**src/design/tetris_pkg.sv**
```systemverilog
`default_nettype none

package tetris_pkg;

  // playfield geometry
  localparam int num_rows  = 22;
  localparam int num_cols  = 10;
  localparam int cell_bits = 3;

  typedef logic [num_cols-1:0][cell_bits-1:0] row_t;
  typedef logic [4:0] row_addr_t;
  typedef logic signed [4:0] col_t;
  typedef logic [1:0] rot_t;

  // spawn order
  typedef enum logic [2:0] {
    PIECE_I, PIECE_O, PIECE_T, PIECE_S, PIECE_Z, PIECE_J, PIECE_L
  } piece_t;

  typedef enum logic [2:0] {
    RIGHT, LEFT, ROR, ROL, DOWN, NONE
  } move_t;

  typedef enum logic [2:0] {
    IDLE, SPAWN, READY, CHECK, LOCK, CLEAR, GAME_OVER
  } state_t;

  // one row access on the shared memory
  typedef struct packed {
    logic      req;
    logic      we;
    row_addr_t addr;
    row_t      wdata;
  } row_req_t;

  //////////////////////////////////////////////////////////////////////
  // shape table, bit index is box row * 4 + box column
  //////////////////////////////////////////////////////////////////////

  // clockwise quarter turn of the upper left 3x3 corner
  function automatic logic [15:0] turn3_cw(input logic [15:0] m);
    logic [15:0] res;
    res = '0;
    for (int r = 0; r < 3; r++) begin
      for (int c = 0; c < 3; c++) begin
        res[r*4+c] = m[(2-c)*4+r];
      end
    end
    return res;
  endfunction

  function automatic logic [15:0] piece_shape(input piece_t p, input rot_t r);
    logic [15:0] m;
    case (p)
      PIECE_T: m = 16'h0072;
      PIECE_S: m = 16'h0036;
      PIECE_Z: m = 16'h0063;
      PIECE_J: m = 16'h0071;
      default: m = 16'h0074;
    endcase
    if (p == PIECE_I) begin
      // the I bar turns in the full 4x4 box
      case (r)
        2'd0:    m = 16'h00F0;
        2'd1:    m = 16'h4444;
        2'd2:    m = 16'h0F00;
        default: m = 16'h2222;
      endcase
    end else if (p == PIECE_O) begin
      m = 16'h0066;
    end else begin
      for (int i = 0; i < 3; i++) begin
        if (i < r) begin
          m = turn3_cw(m);
        end
      end
    end
    return m;
  endfunction

  function automatic logic [cell_bits-1:0] piece_color(input piece_t p);
    return cell_bits'(p) + cell_bits'(1);
  endfunction

  // field columns covered by one box row, cells past a wall dropped
  function automatic logic [num_cols-1:0] col_mask(input logic [3:0] bits, input col_t col);
    logic [num_cols-1:0] m;
    col_t                c;
    m = '0;
    for (int j = 0; j < 4; j++) begin
      c = col + col_t'(j);
      if (bits[j] && c >= 0 && c < num_cols) begin
        m[c[3:0]] = 1'b1;
      end
    end
    return m;
  endfunction

  // non-empty cells of a row
  function automatic logic [num_cols-1:0] filled(input row_t r);
    logic [num_cols-1:0] f;
    for (int c = 0; c < num_cols; c++) begin
      f[c] = |r[c];
    end
    return f;
  endfunction

endpackage

`default_nettype wire

```
**src/design/playfield_mem.sv**
```systemverilog
`default_nettype none

module playfield_mem (
  input  wire                       clk,
  input  wire                       rst,
  input  wire                       clear_i,
  input  wire tetris_pkg::row_req_t req_i,
  output tetris_pkg::row_t          rd_data_o
);

  tetris_pkg::row_t mem [tetris_pkg::num_rows];

  // write port and whole-field clear
  always_ff @(posedge clk) begin
    if (clear_i) begin
      for (int r = 0; r < tetris_pkg::num_rows; r++) begin
        mem[r] <= '0;
      end
    end else if (req_i.req && req_i.we) begin
      mem[req_i.addr] <= req_i.wdata;
    end
  end

  // registered read, data one cycle after the grant
  always_ff @(posedge clk) begin
    if (req_i.req) begin
      rd_data_o <= mem[req_i.addr];
    end
  end

  // every requester stays inside the field
  a_addr_range: assert property (@(posedge clk) disable iff (rst)
    req_i.req |-> req_i.addr < tetris_pkg::num_rows);

endmodule

`default_nettype wire

```
**src/design/row_arbiter.sv**
```systemverilog
`default_nettype none

module row_arbiter #(
  parameter int num_req = 4
) (
  input  wire                       clk,
  input  wire                       rst,
  input  wire tetris_pkg::row_req_t req_i [num_req],
  output logic [num_req-1:0]        gnt_o,
  output tetris_pkg::row_req_t      mem_req_o,
  input  wire tetris_pkg::row_t     mem_rd_i,
  output logic [num_req-1:0]        rd_valid_o,
  output tetris_pkg::row_t          rd_data_o
);

  // lowest index wins, scan from the top so it overrides
  always_comb begin
    gnt_o     = '0;
    mem_req_o = '0;
    for (int i = num_req - 1; i >= 0; i--) begin
      if (req_i[i].req) begin
        gnt_o     = '0;
        gnt_o[i]  = 1'b1;
        mem_req_o = req_i[i];
      end
    end
  end

  // read data comes back to the reader granted one cycle before
  always_ff @(posedge clk or posedge rst) begin
    if (rst) begin
      rd_valid_o <= '0;
    end else if (mem_req_o.we) begin
      rd_valid_o <= '0;
    end else begin
      rd_valid_o <= gnt_o;
    end
  end

  assign rd_data_o = mem_rd_i;

  a_gnt_onehot: assert property (@(posedge clk) disable iff (rst) $onehot0(gnt_o));

  // a losing requester keeps its request up
  for (genvar g = 0; g < num_req; g++) begin : g_hold
    a_req_hold: assert property (@(posedge clk) disable iff (rst)
      req_i[g].req && !gnt_o[g] |=> req_i[g].req);
  end

endmodule

`default_nettype wire

```
**src/design/collision_checker.sv**
```systemverilog
`default_nettype none

module collision_checker (
  input  wire                        clk,
  input  wire                        rst,
  input  wire                        start_i,
  input  wire tetris_pkg::piece_t    piece_i,
  input  wire tetris_pkg::rot_t      rot_i,
  input  wire tetris_pkg::row_addr_t row_i,
  input  wire tetris_pkg::col_t      col_i,
  input  wire                        gnt_i,
  input  wire                        rd_valid_i,
  input  wire tetris_pkg::row_t      rd_data_i,
  output tetris_pkg::row_req_t       req_o,
  output logic                       done_o,
  output logic                       free_o
);

  typedef enum logic [1:0] {C_IDLE, C_RUN, C_WAIT} chk_state_t;

  chk_state_t                      state;
  logic [2:0]                      k;
  logic [15:0]                     shape;
  logic [3:0]                      bits;
  logic [tetris_pkg::num_cols-1:0] occ;
  tetris_pkg::row_addr_t           abs_row;
  logic                            wall;

  // current box row against walls and floor
  assign shape   = tetris_pkg::piece_shape(piece_i, rot_i);
  assign bits    = shape[k[1:0]*4 +: 4];
  assign occ     = tetris_pkg::col_mask(bits, col_i);
  assign abs_row = row_i + tetris_pkg::row_addr_t'(k);
  assign wall    = ($countones(occ) != $countones(bits)) ||
                   (abs_row >= tetris_pkg::num_rows);

  assign req_o = '{req:   state == C_RUN && k != 3'd4 && bits != '0 && !wall,
                   we:    1'b0,
                   addr:  abs_row,
                   wdata: '0};

  always_ff @(posedge clk or posedge rst) begin
    if (rst) begin
      state  <= C_IDLE;
      k      <= '0;
      done_o <= 1'b0;
      free_o <= 1'b0;
    end else begin
      done_o <= 1'b0;
      case (state)
        C_IDLE: begin
          if (start_i) begin
            k      <= '0;
            free_o <= 1'b0;
            state  <= C_RUN;
          end
        end
        C_RUN: begin
          if (k == 3'd4) begin
            done_o <= 1'b1;
            free_o <= 1'b1;
            state  <= C_IDLE;
          end else if (bits == '0) begin
            k <= k + 3'd1;
          end else if (wall) begin
            // out of the field, stop here
            done_o <= 1'b1;
            state  <= C_IDLE;
          end else if (gnt_i) begin
            state <= C_WAIT;
          end
        end
        default: begin
          if (rd_valid_i) begin
            if (|(occ & tetris_pkg::filled(rd_data_i))) begin
              done_o <= 1'b1;
              state  <= C_IDLE;
            end else begin
              k     <= k + 3'd1;
              state <= C_RUN;
            end
          end
        end
      endcase
    end
  end

endmodule

`default_nettype wire

```
**src/design/piece_stamper.sv**
```systemverilog
`default_nettype none

module piece_stamper (
  input  wire                        clk,
  input  wire                        rst,
  input  wire                        start_i,
  input  wire tetris_pkg::piece_t    piece_i,
  input  wire tetris_pkg::rot_t      rot_i,
  input  wire tetris_pkg::row_addr_t row_i,
  input  wire tetris_pkg::col_t      col_i,
  input  wire                        gnt_i,
  input  wire                        rd_valid_i,
  input  wire tetris_pkg::row_t      rd_data_i,
  output tetris_pkg::row_req_t       req_o,
  output logic                       done_o
);

  typedef enum logic [1:0] {S_IDLE, S_RUN, S_WAIT, S_WRITE} stamp_state_t;

  stamp_state_t                    state;
  logic [2:0]                      k;
  logic [15:0]                     shape;
  logic [3:0]                      bits;
  logic [tetris_pkg::num_cols-1:0] occ;
  tetris_pkg::row_t                merged;

  assign shape = tetris_pkg::piece_shape(piece_i, rot_i);
  assign bits  = shape[k[1:0]*4 +: 4];
  assign occ   = tetris_pkg::col_mask(bits, col_i);

  // read in RUN, write the merged row back in WRITE
  always_comb begin
    req_o      = '0;
    req_o.addr = row_i + tetris_pkg::row_addr_t'(k);
    if (state == S_RUN && k != 3'd4 && bits != '0) begin
      req_o.req = 1'b1;
    end
    if (state == S_WRITE) begin
      req_o.req   = 1'b1;
      req_o.we    = 1'b1;
      req_o.wdata = merged;
    end
  end

  // piece color over the old row
  always_ff @(posedge clk) begin
    if (state == S_WAIT && rd_valid_i) begin
      for (int c = 0; c < tetris_pkg::num_cols; c++) begin
        merged[c] <= occ[c] ? tetris_pkg::piece_color(piece_i) : rd_data_i[c];
      end
    end
  end

  always_ff @(posedge clk or posedge rst) begin
    if (rst) begin
      state  <= S_IDLE;
      k      <= '0;
      done_o <= 1'b0;
    end else begin
      done_o <= 1'b0;
      case (state)
        S_IDLE: begin
          if (start_i) begin
            k     <= '0;
            state <= S_RUN;
          end
        end
        S_RUN: begin
          if (k == 3'd4) begin
            done_o <= 1'b1;
            state  <= S_IDLE;
          end else if (bits == '0) begin
            k <= k + 3'd1;
          end else if (gnt_i) begin
            state <= S_WAIT;
          end
        end
        S_WAIT: begin
          if (rd_valid_i) begin
            state <= S_WRITE;
          end
        end
        default: begin
          if (gnt_i) begin
            k     <= k + 3'd1;
            state <= S_RUN;
          end
        end
      endcase
    end
  end

endmodule

`default_nettype wire

```
**src/design/line_clearer.sv**
```systemverilog
`default_nettype none

module line_clearer (
  input  wire                   clk,
  input  wire                   rst,
  input  wire                   start_i,
  input  wire                   gnt_i,
  input  wire                   rd_valid_i,
  input  wire tetris_pkg::row_t rd_data_i,
  output tetris_pkg::row_req_t  req_o,
  output logic                  done_o,
  output logic [2:0]            cleared_o
);

  typedef enum logic [2:0] {L_IDLE, L_READ, L_WAIT, L_WRITE, L_FILL} clr_state_t;

  clr_state_t            state;
  tetris_pkg::row_addr_t rd_ptr;
  tetris_pkg::row_addr_t wr_ptr;
  tetris_pkg::row_t      keep;

  always_comb begin
    req_o = '0;
    case (state)
      L_READ: begin
        req_o.req  = 1'b1;
        req_o.addr = rd_ptr;
      end
      L_WRITE: begin
        req_o.req   = 1'b1;
        req_o.we    = 1'b1;
        req_o.addr  = wr_ptr;
        req_o.wdata = keep;
      end
      L_FILL: begin
        // wr_ptr wraps to all ones past row 0
        req_o.req  = ~&wr_ptr;
        req_o.we   = 1'b1;
        req_o.addr = wr_ptr;
      end
      default: begin
        req_o = '0;
      end
    endcase
  end

  always_ff @(posedge clk) begin
    if (state == L_WAIT && rd_valid_i) begin
      keep <= rd_data_i;
    end
  end

  always_ff @(posedge clk or posedge rst) begin
    if (rst) begin
      state     <= L_IDLE;
      rd_ptr    <= '0;
      wr_ptr    <= '0;
      cleared_o <= '0;
      done_o    <= 1'b0;
    end else begin
      done_o <= 1'b0;
      case (state)
        L_IDLE: begin
          if (start_i) begin
            rd_ptr    <= tetris_pkg::row_addr_t'(tetris_pkg::num_rows - 1);
            wr_ptr    <= tetris_pkg::row_addr_t'(tetris_pkg::num_rows - 1);
            cleared_o <= '0;
            state     <= L_READ;
          end
        end
        L_READ: begin
          if (gnt_i) begin
            state <= L_WAIT;
          end
        end
        L_WAIT: begin
          if (rd_valid_i) begin
            if (&(tetris_pkg::filled(rd_data_i))) begin
              // full row, drop it
              cleared_o <= cleared_o + 3'd1;
              rd_ptr    <= rd_ptr - 5'd1;
              state     <= (rd_ptr == '0) ? L_FILL : L_READ;
            end else begin
              state <= L_WRITE;
            end
          end
        end
        L_WRITE: begin
          if (gnt_i) begin
            wr_ptr <= wr_ptr - 5'd1;
            rd_ptr <= rd_ptr - 5'd1;
            state  <= (rd_ptr == '0) ? L_FILL : L_READ;
          end
        end
        default: begin
          if (&wr_ptr) begin
            done_o <= 1'b1;
            state  <= L_IDLE;
          end else if (gnt_i) begin
            wr_ptr <= wr_ptr - 5'd1;
          end
        end
      endcase
    end
  end

  // compaction only moves rows down
  a_ptr_order: assert property (@(posedge clk) disable iff (rst)
    state inside {L_READ, L_WAIT, L_WRITE} |-> wr_ptr >= rd_ptr);

endmodule

`default_nettype wire

```
**src/design/game_ctrl.sv**
```systemverilog
`default_nettype none

module game_ctrl #(
  parameter int spawn_col = 3
) (
  input  wire                     clk,
  input  wire                     rst,
  input  wire                     start_i,
  input  wire                     right_i,
  input  wire                     left_i,
  input  wire                     ror_i,
  input  wire                     rol_i,
  input  wire                     down_i,
  input  wire                     chk_done_i,
  input  wire                     chk_free_i,
  input  wire                     stamp_done_i,
  input  wire                     clr_done_i,
  input  wire [2:0]               cleared_i,
  output logic                    mem_clear_o,
  output logic                    chk_start_o,
  output logic                    stamp_start_o,
  output logic                    clr_start_o,
  output tetris_pkg::piece_t      cand_piece_o,
  output tetris_pkg::rot_t        cand_rot_o,
  output tetris_pkg::row_addr_t   cand_row_o,
  output tetris_pkg::col_t        cand_col_o,
  output tetris_pkg::piece_t      piece_o,
  output tetris_pkg::rot_t        rot_o,
  output tetris_pkg::row_addr_t   row_o,
  output tetris_pkg::col_t        col_o,
  output logic                    busy_o,
  output logic                    game_over_o,
  output logic [15:0]             lines_o
);

  tetris_pkg::state_t state;
  tetris_pkg::move_t  move;
  tetris_pkg::move_t  move_q;
  tetris_pkg::piece_t spawn_ctr;
  logic               do_spawn;

  // one strobe per cycle, right first
  always_comb begin
    if (right_i) begin
      move = tetris_pkg::RIGHT;
    end else if (left_i) begin
      move = tetris_pkg::LEFT;
    end else if (ror_i) begin
      move = tetris_pkg::ROR;
    end else if (rol_i) begin
      move = tetris_pkg::ROL;
    end else if (down_i) begin
      move = tetris_pkg::DOWN;
    end else begin
      move = tetris_pkg::NONE;
    end
  end

  assign busy_o   = !(state inside {tetris_pkg::IDLE, tetris_pkg::READY,
                                    tetris_pkg::GAME_OVER});
  assign do_spawn = ((state == tetris_pkg::IDLE || state == tetris_pkg::GAME_OVER) &&
                     start_i) || (state == tetris_pkg::CLEAR && clr_done_i);

  always_ff @(posedge clk or posedge rst) begin
    if (rst) begin
      state         <= tetris_pkg::IDLE;
      move_q        <= tetris_pkg::NONE;
      spawn_ctr     <= tetris_pkg::PIECE_I;
      cand_piece_o  <= tetris_pkg::PIECE_I;
      cand_rot_o    <= '0;
      cand_row_o    <= '0;
      cand_col_o    <= '0;
      piece_o       <= tetris_pkg::PIECE_I;
      rot_o         <= '0;
      row_o         <= '0;
      col_o         <= '0;
      lines_o       <= '0;
      game_over_o   <= 1'b0;
      mem_clear_o   <= 1'b0;
      chk_start_o   <= 1'b0;
      stamp_start_o <= 1'b0;
      clr_start_o   <= 1'b0;
    end else begin
      mem_clear_o   <= 1'b0;
      chk_start_o   <= 1'b0;
      stamp_start_o <= 1'b0;
      clr_start_o   <= 1'b0;

      // next piece from the cyclic counter, checked before it shows
      if (do_spawn) begin
        cand_piece_o <= spawn_ctr;
        cand_rot_o   <= '0;
        cand_row_o   <= '0;
        cand_col_o   <= tetris_pkg::col_t'(spawn_col);
        spawn_ctr    <= (spawn_ctr == tetris_pkg::PIECE_L) ? tetris_pkg::PIECE_I :
                        tetris_pkg::piece_t'(spawn_ctr + 3'd1);
        chk_start_o  <= 1'b1;
        state        <= tetris_pkg::SPAWN;
      end

      case (state)
        tetris_pkg::IDLE, tetris_pkg::GAME_OVER: begin
          if (start_i) begin
            mem_clear_o <= 1'b1;
            lines_o     <= '0;
            game_over_o <= 1'b0;
          end
        end
        tetris_pkg::SPAWN, tetris_pkg::CHECK: begin
          if (chk_done_i) begin
            if (chk_free_i) begin
              piece_o <= cand_piece_o;
              rot_o   <= cand_rot_o;
              row_o   <= cand_row_o;
              col_o   <= cand_col_o;
              state   <= tetris_pkg::READY;
            end else if (state == tetris_pkg::SPAWN) begin
              game_over_o <= 1'b1;
              state       <= tetris_pkg::GAME_OVER;
            end else if (move_q == tetris_pkg::DOWN) begin
              stamp_start_o <= 1'b1;
              state         <= tetris_pkg::LOCK;
            end else begin
              state <= tetris_pkg::READY;
            end
          end
        end
        tetris_pkg::READY: begin
          if (move != tetris_pkg::NONE) begin
            move_q       <= move;
            cand_piece_o <= piece_o;
            cand_rot_o   <= rot_o;
            cand_row_o   <= row_o;
            cand_col_o   <= col_o;
            case (move)
              tetris_pkg::RIGHT: cand_col_o <= col_o + tetris_pkg::col_t'(1);
              tetris_pkg::LEFT:  cand_col_o <= col_o - tetris_pkg::col_t'(1);
              tetris_pkg::ROR:   cand_rot_o <= rot_o + 2'd1;
              tetris_pkg::ROL:   cand_rot_o <= rot_o - 2'd1;
              default:           cand_row_o <= row_o + 5'd1;
            endcase
            chk_start_o <= 1'b1;
            state       <= tetris_pkg::CHECK;
          end
        end
        tetris_pkg::LOCK: begin
          if (stamp_done_i) begin
            clr_start_o <= 1'b1;
            state       <= tetris_pkg::CLEAR;
          end
        end
        tetris_pkg::CLEAR: begin
          if (clr_done_i) begin
            lines_o <= lines_o + 16'(cleared_i);
          end
        end
        default: begin
          state <= tetris_pkg::IDLE;
        end
      endcase
    end
  end

  // peers run one at a time
  a_one_start: assert property (@(posedge clk) disable iff (rst)
    $onehot0({chk_start_o, stamp_start_o, clr_start_o}));

endmodule

`default_nettype wire

```
**src/design/tetris_top.sv**
```systemverilog
`default_nettype none

module tetris_top #(
  parameter int spawn_col = 3
) (
  input  wire                        clk,
  input  wire                        rst,
  input  wire                        start_i,
  input  wire                        right_i,
  input  wire                        left_i,
  input  wire                        ror_i,
  input  wire                        rol_i,
  input  wire                        down_i,
  input  wire                        disp_rd_i,
  input  wire tetris_pkg::row_addr_t disp_addr_i,
  output logic                       disp_valid_o,
  output tetris_pkg::row_t           disp_data_o,
  output tetris_pkg::piece_t         piece_o,
  output tetris_pkg::rot_t           rot_o,
  output tetris_pkg::row_addr_t      row_o,
  output tetris_pkg::col_t           col_o,
  output logic                       busy_o,
  output logic                       game_over_o,
  output logic [15:0]                lines_o
);

  localparam int num_req = 4;

  // requester index order gives the priority
  tetris_pkg::row_req_t  reqs [num_req];
  tetris_pkg::row_req_t  mem_req;
  tetris_pkg::row_t      mem_rd;
  tetris_pkg::row_t      rd_data;
  logic [num_req-1:0]    gnt;
  logic [num_req-1:0]    rd_valid;
  logic                  mem_clear;
  logic                  chk_start;
  logic                  chk_done;
  logic                  chk_free;
  logic                  stamp_start;
  logic                  stamp_done;
  logic                  clr_start;
  logic                  clr_done;
  logic [2:0]            cleared;
  tetris_pkg::piece_t    cand_piece;
  tetris_pkg::rot_t      cand_rot;
  tetris_pkg::row_addr_t cand_row;
  tetris_pkg::col_t      cand_col;

  assign reqs[3]      = '{req: disp_rd_i && !busy_o, we: 1'b0, addr: disp_addr_i, wdata: '0};
  assign disp_valid_o = rd_valid[3];
  assign disp_data_o  = rd_data;

  game_ctrl #(.spawn_col(spawn_col)) u_ctrl (
    .clk, .rst, .start_i, .right_i, .left_i, .ror_i, .rol_i, .down_i,
    .chk_done_i(chk_done), .chk_free_i(chk_free), .stamp_done_i(stamp_done),
    .clr_done_i(clr_done), .cleared_i(cleared), .mem_clear_o(mem_clear),
    .chk_start_o(chk_start), .stamp_start_o(stamp_start), .clr_start_o(clr_start),
    .cand_piece_o(cand_piece), .cand_rot_o(cand_rot), .cand_row_o(cand_row),
    .cand_col_o(cand_col), .piece_o, .rot_o, .row_o, .col_o, .busy_o, .game_over_o,
    .lines_o
  );

  collision_checker u_chk (
    .clk, .rst, .start_i(chk_start), .piece_i(cand_piece), .rot_i(cand_rot),
    .row_i(cand_row), .col_i(cand_col), .gnt_i(gnt[2]), .rd_valid_i(rd_valid[2]),
    .rd_data_i(rd_data), .req_o(reqs[2]), .done_o(chk_done), .free_o(chk_free)
  );

  piece_stamper u_stamp (
    .clk, .rst, .start_i(stamp_start), .piece_i(piece_o), .rot_i(rot_o), .row_i(row_o),
    .col_i(col_o), .gnt_i(gnt[1]), .rd_valid_i(rd_valid[1]), .rd_data_i(rd_data),
    .req_o(reqs[1]), .done_o(stamp_done)
  );

  line_clearer u_clr (
    .clk, .rst, .start_i(clr_start), .gnt_i(gnt[0]), .rd_valid_i(rd_valid[0]),
    .rd_data_i(rd_data), .req_o(reqs[0]), .done_o(clr_done), .cleared_o(cleared)
  );

  row_arbiter #(.num_req(num_req)) u_arb (
    .clk, .rst, .req_i(reqs), .gnt_o(gnt), .mem_req_o(mem_req), .mem_rd_i(mem_rd),
    .rd_valid_o(rd_valid), .rd_data_o(rd_data)
  );

  playfield_mem u_mem (
    .clk, .rst, .clear_i(mem_clear), .req_i(mem_req), .rd_data_o(mem_rd)
  );

endmodule

`default_nettype wire

```
**config.mk**
```make
export PLATFORM = sky130hd
export DESIGN_NAME = tetris_top
export DESIGN_NICKNAME = d
export VERILOG_FILES = /design/src/design/tetris_pkg.sv /design/src/design/playfield_mem.sv /design/src/design/row_arbiter.sv /design/src/design/collision_checker.sv /design/src/design/piece_stamper.sv /design/src/design/line_clearer.sv /design/src/design/game_ctrl.sv /design/src/design/tetris_top.sv
export SDC_FILE = /design/constraint.sdc
export NUM_CORES = 2
export LEC_CHECK = 0
export ABC_AREA = 1
export BUFFER_PORTS_ARGS = -buffer_cell sky130_fd_sc_hd__buf_2
export CAP_MARGIN = 20
export CELL_PAD_IN_SITES_DETAIL_PLACEMENT = 1
export CELL_PAD_IN_SITES_GLOBAL_PLACEMENT = 2
export CORE_ASPECT_RATIO = 1.5
export CORE_UTILIZATION = 36
export CTS_CLUSTER_DIAMETER = 40
export DETAILED_ROUTE_END_ITERATION = 16
export GPL_ROUTABILITY_DRIVEN = 1
export PLACE_DENSITY_LB_ADDON = 0.2
export SLEW_MARGIN = 30
export SYNTH_ARGS = -nofsm -noshare
export SYNTH_HDL_FRONTEND = slang
export SYNTH_SLANG_ARGS = --single-unit
```
**constraint.sdc**
```tcl
create_clock -name clk -period 8.23 [get_ports clk]
set_input_delay 2.0575 -clock clk [delete_from_list [all_inputs] [get_ports clk]]
set_output_delay 2.0575 -clock clk [all_outputs]
set_load 0.005 [all_outputs]
```
==> flow_summary_export.csv <==
group,metric,value,unit
drt,drt-vias-per-instance,5.13,
logic_synthesis,synth.ff_latch_count,1144,
logic_synthesis,synth_flop_cell,"edfxtp_1",
die,rows,175,
cells_and_area,instances_no_fill,8365,
sta,setup_ws,0.484,ns
die,coreArea,0.152,mm²
logic_synthesis,synth_area,0.0551,mm²
setup_path,crit_path_end_kind,"flip-flop",
drt,drc,0,
logic_synthesis,yosysWarnings,0,
clock_tree,path_clk_slew,0.05,ns
die,die_h,481,µm
logic_synthesis,yosysSeqAreaShare,0.614,
placement,dp_hpwl,119,mm
clock_tree,htreeDepth,4,
drt,dr_total_vias,42923,
sta,tns,0,ns
cells_and_area,final_common_cell,"nand2_1",
sta,layout_min_cycle_time,7.75,ns
cells_and_area,synthToLayoutAreaGrowth,17.0,%
logic_synthesis,synth_enable_flop_cells,1050,
placement,dpl.cell_count,8058,
status,status,"finished clean",
sta,finalHoldViolCount,0,
setup_path,cp.arrival,8.19,ns
sta,drv_slew,0,
global_route,grtUsageMet2,0.436,
power_and_ir_drop,leakagePower,25.7,nW
cells_and_area,fin_util,0.425,
die,initial_core_util,0.363,
cells_and_area,layout.cells.most_common_list,"nand2_1 (2387), edfxtp_1 (1050), nor2_1 (832)",
setup_path,critPathMaxFanout,30,
clock_tree,cts_made_buffers,151,
clock_tree,ctsRootBufferMaster,"clkbuf_16",
drt,wl_per_cell,22.3,µm
drt,drt_wl_total,186,mm
sta,skew,0.0285,ns
worst_hold_path,hold_path.class,"reg2reg",
power_and_ir_drop,vdd_ir_drop_max,0.000204,V
power_and_ir_drop,powerDensity,203,mW/mm²
sta,rsz0062_at_grt,"false",
setup_path,cp_common_cell,"nand2_1",
placement,placed_cell_area,0.0588,mm²
setup_path,worstSetupStartpointType,"flip-flop",
sta,setup_viol,0,
global_route,first_global_vias,45043,
die,dieWidth,322,µm
placement,port_buffers,77,
logic_synthesis,synth_async_sr_flop_share,0.0822,
sta,min_period_over_period,0.941,
drt,first_iter_violations,2539,
sta,clock.fmax,0.129,GHz
global_route,grt_antenna_before_repair,2,
clock_tree,cts.sinks,1144,
setup_path,worstPathRequired,8.68,ns
clock_tree,cts_tree,"yes",
logic_synthesis,synthesis.instances,6140,
global_route,grtUsageMet3,0.0293,
clock_tree,clk_path_buf_depth,3,
clock_tree,clkLatencyLatePin,0.79,ns
setup_path,r2r_slack,0.48,ns
setup_path,path_class,"reg2reg",
global_route,grtUsageMet1,0.279,
global_route,busiest_layer,"met2",
global_route,grt_max_degree,145,
logic_synthesis,avgSynthCellArea,8.98,µm²
cells_and_area,fin_nets,6306,
global_route,grt-ovfl-total,0,
setup_path,crit_slowest_cell,"fa_1",
run,cap_violations,0,
setup_path,cp_slowest_stage_delay,0.51,ns
sta,tightest_slew,1.14,ns
placement,pre_cts_slack,0.0615,ns
logic_synthesis,yosys.cell_types.count,49,
cells_and_area,drive_above_1_share,0.101,
global_route,grt_pass1_wl,279,mm
drt,drtPass1Iterations,7,
die,die_area,0.155,mm²
cells_and_area,fill_cells,17288,
global_route,grtUsageTotal,0.237,
sta,slew_headroom,0.243,
drt,ant_nets,0,
sta,worst_hold_slack,0.490,ns
power_and_ir_drop,p_total,13.1,mW
die,ios,78,
cells_and_area,fin_area,0.0645,mm²
placement,gp_congestion,0.864,
## metal layers
layer  share of wire  wire [µm]
met1            0.41      75900
met2            0.52      97200
met3           0.031       5770
met5               0          0
met4           0.040       7420
## what timing repair did
| action | in CTS | in global routing |
|---|---|---|
| setup endpoints to repair | 0 | 1650 |
| hold buffers | 0 | 0 |
| gates resized for setup | 0 | 43 |
| setup buffers | 0 | 21 |
## layout make-up
class | instances | area (µm²) | share of cell area
flip-flops and latches | 1144 | 33900 | 0.525
multi-input cells | 4293 | 18900 | 0.292
clock buffers | 169 | 3940 | 0.0611
repair buffers | 308 | 2920 | 0.0453
well taps | 2035 | 2550 | 0.0395
clock inverters | 104 | 1180 | 0.0183
inverters | 311 | 1180 | 0.0182
diodes | 1 | 2.50 | 0.0000388
## cells in the mapped netlist (5+ instances only)
| cell type | count | area, µm² |
|---|---|---|
| clkinv_1 | 5 | 18.8 |
| inv_1 | 300 | 1130 |
| xnor2_1 | 8 | 70.1 |
| inv_2 | 6 | 22.5 |
| or2_2 | 8 | 50.1 |
| xor2_1 | 18 | 158 |
| ha_1 | 73 | 913 |
| o32ai_1 | 31 | 272 |
| nand3_1 | 582 | 2910 |
| o221ai_1 | 6 | 52.6 |
| o21ai_0 | 101 | 505 |
| buf_2 | 72 | 360 |
| o2111ai_1 | 9 | 78.8 |
| nand2_1 | 2390 | 8970 |
| nand4_1 | 15 | 93.8 |
| o21ai_1 | 5 | 25.0 |
| fa_1 | 10 | 200 |
| dfrtp_1 | 92 | 2300 |
| buf_1 | 51 | 191 |
| clkbuf_1 | 272 | 1020 |
| nor2_1 | 869 | 3260 |
| edfxtp_1 | 1050 | 31500 |
| o22ai_1 | 18 | 113 |
| a21oi_1 | 73 | 365 |
| nor3_1 | 34 | 170 |
## path summary, 6_finish.rpt
| kind | start | endpoint | depth (start not counted) |
|---|---|---|---|
| max reg2reg | u_ctrl.cand_rot_o[0] | u_mem.mem[13][7] | 38 |
| max in group asynchronous | rst | u_ctrl.rot_o[1] | 3 |
| max | u_ctrl.cand_rot_o[0] | u_mem.mem[13][7] | 38 |
| min reg2reg | u_stamp.done_o | u_ctrl.clr_start_o | 2 |
| min in group asynchronous | rst | u_stamp.done_o | 2 |
| min | u_stamp.done_o | u_ctrl.clr_start_o | 2 |
## power by group
part	total, mW	switching [mW]	internal [mW]
Combinational	0.0282	0.0218	0.00638
Sequential	6.25	0	6.25
Clock	6.79	2.66	4.13
## logic make-up after synthesis
group,synth area share
simple gates,0.283
flops,0.614
buf+inv,0.0498
compound gates,0.0285
fa+ha+maj,0.0202
xor+xnor,0.00413
other cells,0.0000680
## critical path: cells and delay by family (launching register included)
kind                       cells  cell delay (ns)
DFF                            1             0.40
and+or+nand+nor               18             2.59
adders and majority gates      6             2.32
AOI/OAI and AO/OA              4             0.53
buffers and inverters          8             1.27
xor gates and xnor gates       2             0.29
## flip-flops by register name, indices dropped and copies added, names as in the netlist, 4 cells and up
register / flops
u_stamp.merged: 30
u_clr.rd_ptr: 5
u_ctrl.col_o: 5
u_ctrl.cand_row_o: 5
u_ctrl.row_o: 5
u_ctrl.cand_col_o: 5
u_ctrl.lines_o: 16
u_mem.mem: 960
u_clr.wr_ptr: 5
u_mem.rd_data_o: 30
u_clr.keep: 30
u_arb.rd_valid_o: 4
Power figures use the tool's default switching activity.
